**config.mk**
```make
export PLATFORM = sky130hd
export DESIGN_NAME = amm_tg_top
export DESIGN_NICKNAME = d
export VERILOG_FILES = /design/src/verilog/amm_tg_pkg.sv /design/src/verilog/amm_tg_cmd_bridge.sv /design/src/verilog/amm_tg_counters.sv /design/src/verilog/amm_tg_ctrl_fsm.sv /design/src/verilog/amm_tg_read_checker.sv /design/src/verilog/amm_tg_top.sv
export VERILOG_INCLUDE_DIRS = /design/src /design/src/verilog
export SDC_FILE = /design/constraint.sdc
export NUM_CORES = 1
export LEC_CHECK = 0
export BUFFER_PORTS_ARGS = -buffer_cell sky130_fd_sc_hd__clkbuf_2
export CAP_MARGIN = 20
export CELL_PAD_IN_SITES_DETAIL_PLACEMENT = 1
export CELL_PAD_IN_SITES_GLOBAL_PLACEMENT = 1
export CORE_UTILIZATION = 47
export CTS_CLUSTER_DIAMETER = 80
export DETAILED_ROUTE_END_ITERATION = 8
export PLACE_DENSITY = 0.87
export SLEW_MARGIN = 25
export SYNTH_ARGS = -nofsm -noshare
export SYNTH_HDL_FRONTEND = slang
export SYNTH_SLANG_ARGS = --single-unit
```
**constraint.sdc**
```tcl
create_clock -name clk -period 5.8 [get_ports clk]
set_input_delay 1.16 -clock clk [delete_from_list [all_inputs] [get_ports clk]]
set_output_delay 1.16 -clock clk [all_outputs]
set_load 0.005 [all_outputs]
```
**src/verilog/amm_tg_settings.svh**
```systemverilog
////////////////////////////////////////////////////////////////////////////
// Memory traffic generator settings
// Bus widths, the read watchdog limit and command bridge sizing
////////////////////////////////////////////////////////////////////////////

`ifndef AMM_TG_SETTINGS_SVH
`define AMM_TG_SETTINGS_SVH

// Word address width of the memory port
`define AMM_TG_ADDR_WIDTH       16
// Data width of one memory word, a whole number of 16-bit lanes
`define AMM_TG_DATA_WIDTH       64
// Width of the configured word count
`define AMM_TG_COUNT_WIDTH      16

// Cycles without a returned read word before the test gives up
`define AMM_TG_WATCHDOG_CYCLES  256
// Timer must be able to hold the limit itself
`define AMM_TG_WATCHDOG_WIDTH   9

// Command FIFO depth and its pointer width including the wrap bit
`define AMM_TG_BRIDGE_DEPTH     2
`define AMM_TG_BRIDGE_PTR_WIDTH 2

`endif

```
**src/verilog/amm_tg_pkg.sv**
```systemverilog
////////////////////////////////////////////////////////////////////////////
// Memory traffic generator types
// Command, configuration and status structs, FSM states, data pattern
////////////////////////////////////////////////////////////////////////////

`include "amm_tg_settings.svh"

package amm_tg_pkg;

   // Number of 16-bit lanes in one data word
   localparam int PATTERN_LANES = `AMM_TG_DATA_WIDTH / 16;

   // One single-beat Avalon-MM command
   typedef struct packed {
      logic                          write;
      logic                          read;
      logic [`AMM_TG_ADDR_WIDTH-1:0] address;
      logic [`AMM_TG_DATA_WIDTH-1:0] writedata;
   } amm_cmd_t;

   // Test setup, held stable by the user for the whole run
   typedef struct packed {
      logic [`AMM_TG_ADDR_WIDTH-1:0]  base_address;
      logic [`AMM_TG_COUNT_WIDTH-1:0] num_words;
      logic [7:0]                     pattern_seed;
   } tg_config_t;

   // Result of the last run; done is a single-cycle strobe
   typedef struct packed {
      logic                          busy;
      logic                          done;
      logic                          pass;
      logic                          timeout;
      logic [15:0]                   fail_count;
      logic [`AMM_TG_ADDR_WIDTH-1:0] first_fail_address;
   } tg_status_t;

   typedef enum logic [2:0] {IDLE, WRITE, READ, WAIT_READS, FINISH} tg_state_t;

   // Each lane is the address XOR lane index times 0x1111 XOR the doubled seed
   function automatic logic [`AMM_TG_DATA_WIDTH-1:0] tg_pattern(
      input logic [`AMM_TG_ADDR_WIDTH-1:0] address,
      input logic [7:0]                    seed
   );
      logic [`AMM_TG_DATA_WIDTH-1:0] word;
      word = '0;
      for (int lane = 0; lane < PATTERN_LANES; lane++) begin
         word[16*lane +: 16] = 16'(address) ^ (16'(lane) * 16'h1111) ^ {seed, seed};
      end
      return word;
   endfunction

endpackage

```
**src/verilog/amm_tg_cmd_bridge.sv**
```systemverilog
////////////////////////////////////////////////////////////////////////////
// Command bridge between the generator and the memory port
// Two-entry FIFO feeding a register stage, no ready path through it
////////////////////////////////////////////////////////////////////////////

`timescale 1ns/100ps

`include "amm_tg_settings.svh"

module amm_tg_cmd_bridge (
   input  logic                clk,
   input  logic                reset_n,
   input  amm_tg_pkg::amm_cmd_t gen_cmd,
   output logic                gen_ready,
   output amm_tg_pkg::amm_cmd_t mem_cmd,
   input  logic                mem_ready
);
   import amm_tg_pkg::*;

   localparam int DEPTH = `AMM_TG_BRIDGE_DEPTH;
   localparam int PTR_W = `AMM_TG_BRIDGE_PTR_WIDTH;

   logic [PTR_W-1:0] wr_ptr;
   logic [PTR_W-1:0] rd_ptr;
   logic             fifo_empty;
   logic             fifo_full;
   logic             out_of_reset;
   logic             accept_cmd;
   logic             load_output;

   amm_cmd_t         fifo_mem [0:DEPTH-1];
   amm_cmd_t         fifo_head;
   amm_cmd_t         out_payload;
   logic             out_write;
   logic             out_read;

   // Equal pointers mean empty; only the wrap bit differing means full
   assign fifo_empty = (wr_ptr == rd_ptr);
   assign fifo_full  = (wr_ptr[PTR_W-1] != rd_ptr[PTR_W-1]) &&
                       (wr_ptr[PTR_W-2:0] == rd_ptr[PTR_W-2:0]);
   assign fifo_head  = fifo_mem[rd_ptr[PTR_W-2:0]];

   // Registered flag keeps gen_ready low in the first cycle after reset
   always_ff @(posedge clk or negedge reset_n) begin
      if (!reset_n) begin
         out_of_reset <= 1'b0;
      end else begin
         out_of_reset <= 1'b1;
      end
   end

   // Ready depends on FIFO state only, never on mem_ready
   assign gen_ready  = !fifo_full && out_of_reset;
   assign accept_cmd = (gen_cmd.write || gen_cmd.read) && gen_ready;

   always_ff @(posedge clk or negedge reset_n) begin
      if (!reset_n) begin
         wr_ptr <= '0;
      end else if (accept_cmd) begin
         wr_ptr <= wr_ptr + 1'b1;
      end
   end

   // The free slot may be overwritten each cycle, it only counts once wr_ptr moves
   always_ff @(posedge clk) begin
      if (!fifo_full) begin
         fifo_mem[wr_ptr[PTR_W-2:0]] <= gen_cmd;
      end
   end

   // Register stage takes a new command when idle or when the memory accepts
   assign load_output = mem_ready || !(out_write || out_read);

   // Stale FIFO contents must never reach the port, so an empty FIFO loads idle
   always_ff @(posedge clk or negedge reset_n) begin
      if (!reset_n) begin
         out_write <= 1'b0;
         out_read  <= 1'b0;
      end else if (load_output) begin
         out_write <= !fifo_empty && fifo_head.write;
         out_read  <= !fifo_empty && fifo_head.read;
      end
   end

   // Address and data only need to hold while the port is stalled
   always_ff @(posedge clk) begin
      if (load_output) begin
         out_payload <= fifo_head;
      end
   end

   // Head leaves the FIFO as it moves into the register stage
   always_ff @(posedge clk or negedge reset_n) begin
      if (!reset_n) begin
         rd_ptr <= '0;
      end else if (load_output && !fifo_empty) begin
         rd_ptr <= rd_ptr + 1'b1;
      end
   end

   assign mem_cmd = '{write:     out_write,
                      read:      out_read,
                      address:   out_payload.address,
                      writedata: out_payload.writedata};

endmodule

```
**src/verilog/amm_tg_counters.sv**
```systemverilog
////////////////////////////////////////////////////////////////////////////
// Word address counter and read watchdog
////////////////////////////////////////////////////////////////////////////

`timescale 1ns/100ps

`include "amm_tg_settings.svh"

module amm_tg_counters (
   input  logic                           clk,
   input  logic                           reset_n,
   input  logic                           cnt_load,
   input  logic                           cmd_accepted,
   input  logic [`AMM_TG_ADDR_WIDTH-1:0]  base_address,
   input  logic [`AMM_TG_COUNT_WIDTH-1:0] num_words,
   input  logic                           mem_readdatavalid,
   input  logic                           watchdog_run,
   output logic [`AMM_TG_ADDR_WIDTH-1:0]  word_address,
   output logic                           last_word,
   output logic                           watchdog_expired
);

   logic [`AMM_TG_COUNT_WIDTH-1:0]    words_left;
   logic [`AMM_TG_WATCHDOG_WIDTH-1:0] watchdog_timer;

   ///////////////////////////////////////////////////////////////////////////
   // Address and remaining words
   ///////////////////////////////////////////////////////////////////////////

   // A load wins over a step, so the phase switch can reload on the last accept
   always_ff @(posedge clk or negedge reset_n) begin
      if (!reset_n) begin
         word_address <= '0;
         words_left   <= '0;
      end else if (cnt_load) begin
         word_address <= base_address;
         words_left   <= num_words;
      end else if (cmd_accepted) begin
         word_address <= word_address + 1'b1;
         words_left   <= words_left - 1'b1;
      end
   end

   // A zero count also ends the phase after one command instead of wrapping
   assign last_word = (words_left < 2);

   ///////////////////////////////////////////////////////////////////////////
   // Read watchdog
   ///////////////////////////////////////////////////////////////////////////

   // Every returned word restarts the count; outside the wait phase it idles at zero
   always_ff @(posedge clk or negedge reset_n) begin
      if (!reset_n) begin
         watchdog_timer <= '0;
      end else if (!watchdog_run || mem_readdatavalid) begin
         watchdog_timer <= '0;
      end else if (!watchdog_expired) begin
         watchdog_timer <= watchdog_timer + 1'b1;
      end
   end

   // Timer stops at the limit
   assign watchdog_expired = (watchdog_timer == `AMM_TG_WATCHDOG_CYCLES);

endmodule

```
**src/verilog/amm_tg_ctrl_fsm.sv**
```systemverilog
////////////////////////////////////////////////////////////////////////////
// Test sequencer
// Writes the block, reads it back, waits for data and reports completion
////////////////////////////////////////////////////////////////////////////

`timescale 1ns/100ps

`include "amm_tg_settings.svh"

module amm_tg_ctrl_fsm (
   input  logic                          clk,
   input  logic                          reset_n,
   input  logic                          start,
   input  amm_tg_pkg::tg_config_t        cfg,
   input  logic                          gen_ready,
   input  logic [`AMM_TG_ADDR_WIDTH-1:0] word_address,
   input  logic                          last_word,
   input  logic                          all_reads_back,
   input  logic                          watchdog_expired,
   output logic                          cnt_load,
   output logic                          cmd_accepted,
   output logic                          watchdog_run,
   output amm_tg_pkg::amm_cmd_t          gen_cmd,
   output logic                          busy,
   output logic                          done,
   output logic                          timeout,
   output logic                          check_clear
);
   import amm_tg_pkg::*;

   tg_state_t state;
   tg_state_t next_state;

   // Payload is always formed, the phase decides which strobe goes with it
   assign gen_cmd = '{write:     (state == WRITE),
                      read:      (state == READ),
                      address:   word_address,
                      writedata: tg_pattern(word_address, cfg.pattern_seed)};

   // Counters and FSM move together on the accepting edge
   assign cmd_accepted = (gen_cmd.write || gen_cmd.read) && gen_ready;

   always_comb begin
      next_state  = state;
      cnt_load    = 1'b0;
      check_clear = 1'b0;
      case (state)
         IDLE: begin
            // Start arms the counters and clears the checker
            if (start) begin
               cnt_load    = 1'b1;
               check_clear = 1'b1;
               next_state  = WRITE;
            end
         end
         WRITE: begin
            // Reload the counter from the base for the read pass
            if (cmd_accepted && last_word) begin
               cnt_load   = 1'b1;
               next_state = READ;
            end
         end
         READ: begin
            if (cmd_accepted && last_word) begin
               next_state = WAIT_READS;
            end
         end
         WAIT_READS: begin
            if (all_reads_back || watchdog_expired) begin
               next_state = FINISH;
            end
         end
         default: begin
            next_state = IDLE;
         end
      endcase
   end

   always_ff @(posedge clk or negedge reset_n) begin
      if (!reset_n) begin
         state <= IDLE;
      end else begin
         state <= next_state;
      end
   end

   // Timeout only counts if the data did not make it back first
   always_ff @(posedge clk or negedge reset_n) begin
      if (!reset_n) begin
         timeout <= 1'b0;
      end else if (check_clear) begin
         timeout <= 1'b0;
      end else if (state == WAIT_READS && !all_reads_back && watchdog_expired) begin
         timeout <= 1'b1;
      end
   end

   // FINISH lasts exactly one cycle, which makes done a clean pulse
   assign done         = (state == FINISH);
   assign busy         = (state != IDLE);
   assign watchdog_run = (state == WAIT_READS);

endmodule

```
**src/verilog/amm_tg_read_checker.sv**
```systemverilog
////////////////////////////////////////////////////////////////////////////
// Read data checker
// Compares returned words with the pattern and logs mismatches
////////////////////////////////////////////////////////////////////////////

`timescale 1ns/100ps

`include "amm_tg_settings.svh"

module amm_tg_read_checker (
   input  logic                           clk,
   input  logic                           reset_n,
   input  logic                           check_clear,
   input  logic [`AMM_TG_ADDR_WIDTH-1:0]  base_address,
   input  logic [`AMM_TG_COUNT_WIDTH-1:0] num_words,
   input  logic [7:0]                     pattern_seed,
   input  logic [`AMM_TG_DATA_WIDTH-1:0]  mem_readdata,
   input  logic                           mem_readdatavalid,
   output logic                           all_reads_back,
   output logic [15:0]                    fail_count,
   output logic [`AMM_TG_ADDR_WIDTH-1:0]  first_fail_address,
   output logic                           mismatch_seen
);
   import amm_tg_pkg::*;

   localparam int ADDR_W = `AMM_TG_ADDR_WIDTH;

   logic [`AMM_TG_COUNT_WIDTH-1:0] recv_count;
   logic [ADDR_W-1:0]              expected_address;
   logic                           armed;
   logic                           word_bad;

   // Reads return in order, so the word index gives the address
   assign expected_address = base_address + ADDR_W'(recv_count);

   // Compare in the arrival cycle, record on the next edge
   assign word_bad = mem_readdatavalid &&
                     (mem_readdata != tg_pattern(expected_address, pattern_seed));

   always_ff @(posedge clk or negedge reset_n) begin
      if (!reset_n) begin
         recv_count <= '0;
         armed      <= 1'b0;
      end else if (check_clear) begin
         recv_count <= '0;
         armed      <= 1'b1;
      end else if (mem_readdatavalid) begin
         recv_count <= recv_count + 1'b1;
      end
   end

   // Armed keeps a zero count right after reset from looking like a finished run
   assign all_reads_back = armed && (recv_count == num_words);

   always_ff @(posedge clk or negedge reset_n) begin
      if (!reset_n) begin
         fail_count         <= '0;
         first_fail_address <= '0;
         mismatch_seen      <= 1'b0;
      end else if (check_clear) begin
         fail_count         <= '0;
         first_fail_address <= '0;
         mismatch_seen      <= 1'b0;
      end else if (word_bad) begin
         // Count stops at all ones
         if (fail_count != '1) begin
            fail_count <= fail_count + 1'b1;
         end
         // Only the first bad address is kept
         if (!mismatch_seen) begin
            first_fail_address <= expected_address;
         end
         mismatch_seen <= 1'b1;
      end
   end

endmodule

```
**src/verilog/amm_tg_top.sv**
```systemverilog
////////////////////////////////////////////////////////////////////////////
// Memory traffic generator top level
// Sequencer, counters, command bridge and checker on one Avalon-MM port
////////////////////////////////////////////////////////////////////////////

`timescale 1ns/100ps

`include "amm_tg_settings.svh"

module amm_tg_top (
   input  logic                          clk,
   input  logic                          reset_n,
   input  logic                          start,
   input  amm_tg_pkg::tg_config_t        cfg,
   output amm_tg_pkg::tg_status_t        status,
   output amm_tg_pkg::amm_cmd_t          mem_cmd,
   input  logic                          mem_ready,
   input  logic [`AMM_TG_DATA_WIDTH-1:0] mem_readdata,
   input  logic                          mem_readdatavalid
);
   import amm_tg_pkg::*;

   amm_cmd_t                      gen_cmd;
   logic                          gen_ready;
   logic                          cnt_load;
   logic                          cmd_accepted;
   logic                          watchdog_run;
   logic                          watchdog_expired;
   logic [`AMM_TG_ADDR_WIDTH-1:0] word_address;
   logic                          last_word;
   logic                          all_reads_back;
   logic                          check_clear;
   logic                          busy;
   logic                          done;
   logic                          timeout;
   logic                          mismatch_seen;
   logic [15:0]                   fail_count;
   logic [`AMM_TG_ADDR_WIDTH-1:0] first_fail_address;

   amm_tg_ctrl_fsm amm_tg_ctrl_fsm_i (
      .clk, .reset_n, .start, .cfg, .gen_ready, .word_address, .last_word,
      .all_reads_back, .watchdog_expired, .cnt_load, .cmd_accepted,
      .watchdog_run, .gen_cmd, .busy, .done, .timeout, .check_clear
   );

   amm_tg_counters amm_tg_counters_i (
      .clk, .reset_n, .cnt_load, .cmd_accepted,
      .base_address (cfg.base_address),
      .num_words    (cfg.num_words),
      .mem_readdatavalid, .watchdog_run, .word_address, .last_word, .watchdog_expired
   );

   amm_tg_cmd_bridge amm_tg_cmd_bridge_i (
      .clk, .reset_n, .gen_cmd, .gen_ready, .mem_cmd, .mem_ready
   );

   amm_tg_read_checker amm_tg_read_checker_i (
      .clk, .reset_n, .check_clear,
      .base_address (cfg.base_address),
      .num_words    (cfg.num_words),
      .pattern_seed (cfg.pattern_seed),
      .mem_readdata, .mem_readdatavalid, .all_reads_back,
      .fail_count, .first_fail_address, .mismatch_seen
   );

   // Pass needs a finished read-back with no bad word and no timeout
   assign status = '{busy:               busy,
                     done:               done,
                     pass:               all_reads_back && !mismatch_seen && !timeout,
                     timeout:            timeout,
                     fail_count:         fail_count,
                     first_fail_address: first_fail_address};

endmodule

```
=== Yosys cells after proc, flatten, opt, wreduce, memory -nomap -nowiden ===
Memory sizes are Yosys's and may differ from the RTL's.
Cells that the tools add are included.

* Multiply operators: 0
* Order comparisons: 1
* Equal/unequal tests: 17
* $add $sub $neg: 8
* Multiplexer cells: 28
* Bitwise logic cells: 14
* Divide/modulo/power cells: 0
* Reductions and logical operators: 35
* Shift operators: 0

{| class="wikitable"
|+ Operators with widths
! kind !! number
|-
| $mux W16 || 12
|-
| $xor A16 B16 Y16 || 8
|-
| $ne A64 B64 Y1 || 1
|-
| $add A16 B1 Y16 const B || 3
|-
| $mux W9 || 2
|-
| $add A16 B16 Y16 || 1
|-
| $eq A16 B16 Y1 || 1
|-
| $lt A16 B2 Y1 const B || 1
|-
| $ne A16 B16 Y1 const B || 1
|-
| $not A4 Y4 || 4
|-
| $not A8 Y8 || 2
|-
| $sub A16 B1 Y16 const B || 1
|-
| $logic_and A1 B1 Y1 || 13
|-
| $mux W3 || 4
|-
| $pmux W3 S4 || 1
|-
| $ne A2 B2 Y1 const B || 5
|-
| $reduce_bool A2 Y1 || 5
|-
| $add A9 B1 Y9 const B || 1
|-
| $eq A9 B9 Y1 const B || 1
|-
| $mux W1 || 8
|-
| $logic_not A1 Y1 || 7
|-
| $eq A3 B2 Y1 const B || 2
|-
| $logic_or A1 B1 Y1 || 5
|-
| $add A2 B1 Y2 const B || 2
|-
| 11 further kinds || 12
|}

* ROM bits: 0
* Output and inout bits: 118
* Memories: 1
* Bits in latches: 0
* Memory bits (writable): 164
* Bits of input ports: 109
* Register bits: 182
* Word-level logic and storage cells: 121

{| class="wikitable"
|+ Memory list
! memory !! depth !! bits a word !! rd ports !! clocked after memory_dff !! wr ports !! RTL line !! source
|-
| amm_tg_cmd_bridge_i.fifo_mem || 2 || 82 || 1 || 0 || 1 || amm_tg_cmd_bridge.sv:31 || <nowiki>amm_cmd_t fifo_mem [0:DEPTH-1];</nowiki>
|}

=== Longest topological paths before layout ===
* Word-level depth: 9
* Gate-level depth with buffers: 14
* Depth with buffers taken out: 13

=== Hierarchy ===
Synthesis repeated with hierarchy kept, for this count alone.

* Cells, all modules: 1217
* Area total of the unflattened synthesis: 16150.5 um2

{| class="wikitable"
|+ Modules (own cells, without submodules)
! module !! seq. area each (um2) !! times used !! cells each !! area an instance (um2)
|-
| amm_tg_cmd_bridge || 7502.2 || 1 || 370 || 8675.8
|-
| amm_tg_read_checker || 1251.2 || 1 || 484 || 4314.1
|-
| amm_tg_counters || 1026.0 || 1 || 247 || 2240.9
|-
| amm_tg_ctrl_fsm || 100.1 || 1 || 112 || 884.6
|-
| amm_tg_top || 0.0 || 1 || 4 || 35.0
|}

=== Least setup slack after synthesis ===
OpenSTA, ideal clock, no wires.

* Kind: input port to flip-flop
* From: in cfg[24] (netlist name)
* To: reg amm_tg_read_checker_i.fail_count[5]
* Required time: 5677 ps
* Path slack: 1520 ps
* Stages: 13
* Buffers on the path: 0
* Arrival: 4157 ps
* Library setup time: 123 ps
* Path through: ha_1 > inv_1 > fa_1 > nor2b_1 > o31ai_4 > a21o_1 > and3_1 > a211oi_2 > mux2_2 > o2111ai_2 > o31ai_4 > or4_1 > mux2i_1

* Cells in the longest elaborated chain, start to end: 7
* Elaborated cells on any way between the ends: 12
* Those cells by class: add/sub: 1; eq/ne: 1; bitwise: 7; reduce/logical: 3

{| class="wikitable"
|+ Ends and longest elaborated chain
! what !! RTL line !! source
|-
| start: declaration || amm_tg_top.sv:14 || <nowiki>input amm_tg_pkg::tg_config_t cfg,</nowiki>
|-
| $add A16 B16 Y16 (*) || amm_tg_read_checker.sv:34 || <nowiki>assign expected_address = base_address + ADDR_W'(recv_count);</nowiki>
|-
| $not A4 Y4 (no line) / $not A8 Y8 (equally long branches) || n/a ||
|-
| $xor A16 B16 Y16 || amm_tg_pkg.sv:48 || <nowiki>word[16*lane +: 16] = 16'(address) ^ (16'(lane) * 16'h1111) ^ {seed, seed};</nowiki>
|-
| $ne A64 B64 Y1 (*) || amm_tg_read_checker.sv:38 || <nowiki>(mem_readdata != tg_pattern(expected_address, pattern_seed));</nowiki>
|-
| $logic_and A1 B1 Y1 (*) || amm_tg_read_checker.sv:37 || <nowiki>assign word_bad = mem_readdatavalid &&</nowiki>
|-
| $reduce_bool A2 Y1 (no line) (*) || n/a ||
|-
| $reduce_and A2 Y1 (no line) (*) || n/a ||
|-
| end signal: assignment || amm_tg_read_checker.sv:67 || <nowiki>fail_count <= fail_count + 1'b1;</nowiki>
|-
| end: declaration || amm_tg_read_checker.sv:20 || <nowiki>output logic [15:0] fail_count,</nowiki>
|}

Mark *: on every way between the ends. The rest lies on a longest branch, timed or not.
A chain may end at the register's enable or synchronous reset.

=== Worst setup path in the final report ===
* From: in cfg[24] (netlist name)
* To: reg amm_tg_read_checker_i.fail_count[8]

Same word-level chain as after synthesis.

==> impl_results.md <==
* Main combinational cell family by area after synthesis: simple AND/OR/NAND/NOR gates
* Starting DRT DRC Count at 480
* GRT Resource Usage Total at between 20% and 30%
* Worst-path clk slew at 60 ps
* DP HPWL at between 20,000 and 25,000 um
* Fin. max-slew vios at 0
* Syn Nets at between 1k and 1.5k
* CP Class: in2reg
* Tmin final at 4640 ps
* Synth Area in Adders at under 10%
* Most frequent cells in the layout: clkbuf_2, edfxtp_1, nand2_1, dfrtp_1, o21ai_0
* Fmax at between 0.2 and 0.25 GHz
* Simple-Gate Fraction of Synth Area at 15.7%
* Initial antenna violation count at 0
* Initial Util at 47.8%
* Post-synthesis mux area share at roughly 5.4%
* DR vias/cell at approximately 5.7
* Max-Cap Viols at 0
* Power per cell area at around 470 nW/um^2
* Share of the yosys chip area belonging to registers at 52.1%
* PostCTS Resize Cnt at 0
* Syn avg cell area at between 10 and 15 sq um
* Share of layout cells above drive strength 1 at 26.3%
* Vias in the first global route at 9,619
* Residual DRC at 0
* Synth Instances at about 1.1k
* Root Driver: clkbuf_16
* Max FO, Critical Path at 22
* Tcrit/Tclk final at between 80% and 90%
* Cts hold-fix bufs at 0
* H-tree Lvls at 1
* Non-filler cells, final at around 1.6k
* Outcome: completed
* Worst EP arrival at 5040 ps
* Tightest Pin Transition at 918 ps
* Post-synthesis xor/xnor area fraction at 8.67%
* Clk sinks at between 200 and 250
* Die area at 26,300 sq um
* Drt wl/cell at 20.3 um
* Number of synthesized register bits at 226
* Fillers at between 2k and 3k
* Total grt overflow at 0
* Commonest non-fill, non-tap cell in the layout: clkbuf_2
* Leak Pwr at ~5.8 nW
* Hold crit path type: reg2reg
* Core box area at 25,200 sq um
* Setup TNS at 0 ps
* Cell row count at a little under 60
* Final hold vios at 0
* TritonCTS clock tree: yes
* Diode count at 0
* Netlist cell types at 74
* Latest clock arrival within the worst-skew pair at just over 500 ps
* Port Buffers at between 200 and 250
* Drt first pass iters at 4
* Largest net degree at the start of global routing at 65
* Ys flop type: edfxtp_1
* Setup-failing EPs final at 0
* GP Congestion at about 0.89
* Post-synthesis compound-gate area fraction at 10.1%
* Max-Slew Margin vs Limit at between 30% and 40%
* Area Growth Syn to Fin at 15.2%
* Nets at approximately 1.4k
* Unrepaired setup endpoints after global routing: false
* Startpoint Class: input pin
* Num ports at about 230
* Worst Clk Skew at between 9 and 10 ps
* Drt total wl at approximately 33,000 um
* ANT nets after route at 0
* Synthesized area at ~12,000 sq um
* VDD IR max at slightly below 300 uV
* CP required at 6200 ps
* Clk buf depth at 3
* Routed via count at 9,121
* Cell count after placement at ~1.6k
* Die Y at 162 um
* Fraction of registers with async set/reset at between 40% and 50%
* Yosys Warn Count at 0
* First-pass GRT wire length at around 52,000 um
* Width of the chip at 162 um
* Post-synth EDFFs at between 100 and 150
* Crit path capture type: register
* CTS Buf Count at 24
* Setup bufs post-CTS at 0
[metal layers]
layer	GRT usage (%)	share of wire, %	wire [um]
met2	45.9	51	16700
met1	31.3	42	13600
met5	0	0	0
met3	3.50	4.3	1400
met4	8.53	3.0	978
[power breakdown]
group          total, mW  internal (mW)  leakage [nW]  switching, mW
Clock               1.46          0.846         0.370          0.617
Sequential          3.00           2.58          2.49          0.424
Combinational       2.03          0.869          2.90           1.16
[worst max-delay path: stages]
cell and delay, ps:
clkbuf_2 110, ha_1 200, inv_1 80, fa_1 400, xor2_1 380, xor2_1 260
mux2i_1 210, o2111ai_1 180, a2111o_1 390, a211oi_1 300, o2111ai_2 220, o31a_1 620
nand3_1 180, mux2_2 340
[cell type report]
class                           count  area [sq um]  share of cell area (%)
Tap cell                          330           413                    2.97
Clock inverter                     12          85.1                   0.613
Clock buffer                       32           662                    4.77
Inverter                           28           105                   0.757
Timing Repair Buffer              237          1220                    8.76
Sequential cell                   226          6280                    45.2
Multi-Input combinational cell    748          5120                    36.9
[path summary, 6_finish.rpt]
path | start | endpoint | slack [ps] | cells past startpoint
setup / recovery | cfg[24] | amm_tg_read_checker_i.fail_count[8] | 1160 | 14
hold / removal | amm_tg_read_checker_i.armed | amm_tg_read_checker_i.armed | 480 | 1
setup reg to reg | amm_tg_read_checker_i.recv_count[0] | amm_tg_read_checker_i.fail_count[8] | 1260 | 13
hold reg to reg | amm_tg_read_checker_i.armed | amm_tg_read_checker_i.armed | 480 | 1
max in group asynchronous | reset_n | amm_tg_counters_i.watchdog_timer[8] | 3950 | 2
min in group asynchronous | reset_n | amm_tg_cmd_bridge_i.out_read | 740 | 1
[state kept, by name, indices dropped and copies added, names as in the netlist]
signal / flops
amm_tg_counters_i.word_address: 16
amm_tg_cmd_bridge_i.out_of_reset: 1
amm_tg_read_checker_i.armed: 1
amm_tg_counters_i.watchdog_timer: 9
amm_tg_cmd_bridge_i.fifo_mem: 84
amm_tg_cmd_bridge_i.out_write: 1
amm_tg_ctrl_fsm_i.timeout: 1
amm_tg_ctrl_fsm_i.state: 3
amm_tg_read_checker_i.recv_count: 16
amm_tg_read_checker_i.fail_count: 16
amm_tg_cmd_bridge_i.wr_ptr: 2
amm_tg_counters_i.words_left: 16
amm_tg_cmd_bridge_i.out_read: 1
amm_tg_read_checker_i.first_fail_address: 16
amm_tg_cmd_bridge_i.mem_cmd: 40
amm_tg_cmd_bridge_i.rd_ptr: 2
amm_tg_read_checker_i.mismatch_seen: 1
[per-stage QoR]
stage                     total power, mW  setup WS [ps]  utilization (%)  hold WS, ps  cell area (sq um)
after floorplan                      4.33           1520                -          434              12000
after detailed placement             5.06            672             52.2          461              13100
final                                6.49           1160             55.1          479              13900
after global routing                 6.87            918             55.1          505              13900
after global placement               4.88            818             52.2          449              13100
after CTS                            6.57           1190             55.1          484              13900
[synthesized netlist by cell type (21+ instances only)]
| cell | number | share of area, % |
|---|---|---|
| xnor2_1 | 61 | 4.4 |
| xor2_1 | 48 | 3.5 |
| dfrtp_1 | 102 | 21 |
| nand4_1 | 24 | 1.2 |
| inv_1 | 28 | 0.87 |
| mux2_2 | 43 | 4.0 |
| nor2_1 | 55 | 1.7 |
| buf_4 | 46 | 2.9 |
| edfxtp_1 | 124 | 31 |
| nand2_1 | 108 | 3.4 |
| o21ai_0 | 70 | 2.9 |
| ha_1 | 21 | 2.2 |
| nor3_1 | 26 | 1.1 |
| a21oi_1 | 53 | 2.2 |
| nand3_1 | 38 | 1.6 |
| clkbuf_1 | 24 | 0.75 |
[cells by family after synthesis]
group	after synthesis
flip-flops	226
multiplexers	60
AND/OR/NAND/NOR	362
other	1
buffers and inverters	124
XOR/XNOR	113
AO/OA/AOI/OAI	190
adder cells (fa/ha/maj)	22
No activity file was read; power rests on OpenSTA's default activity.
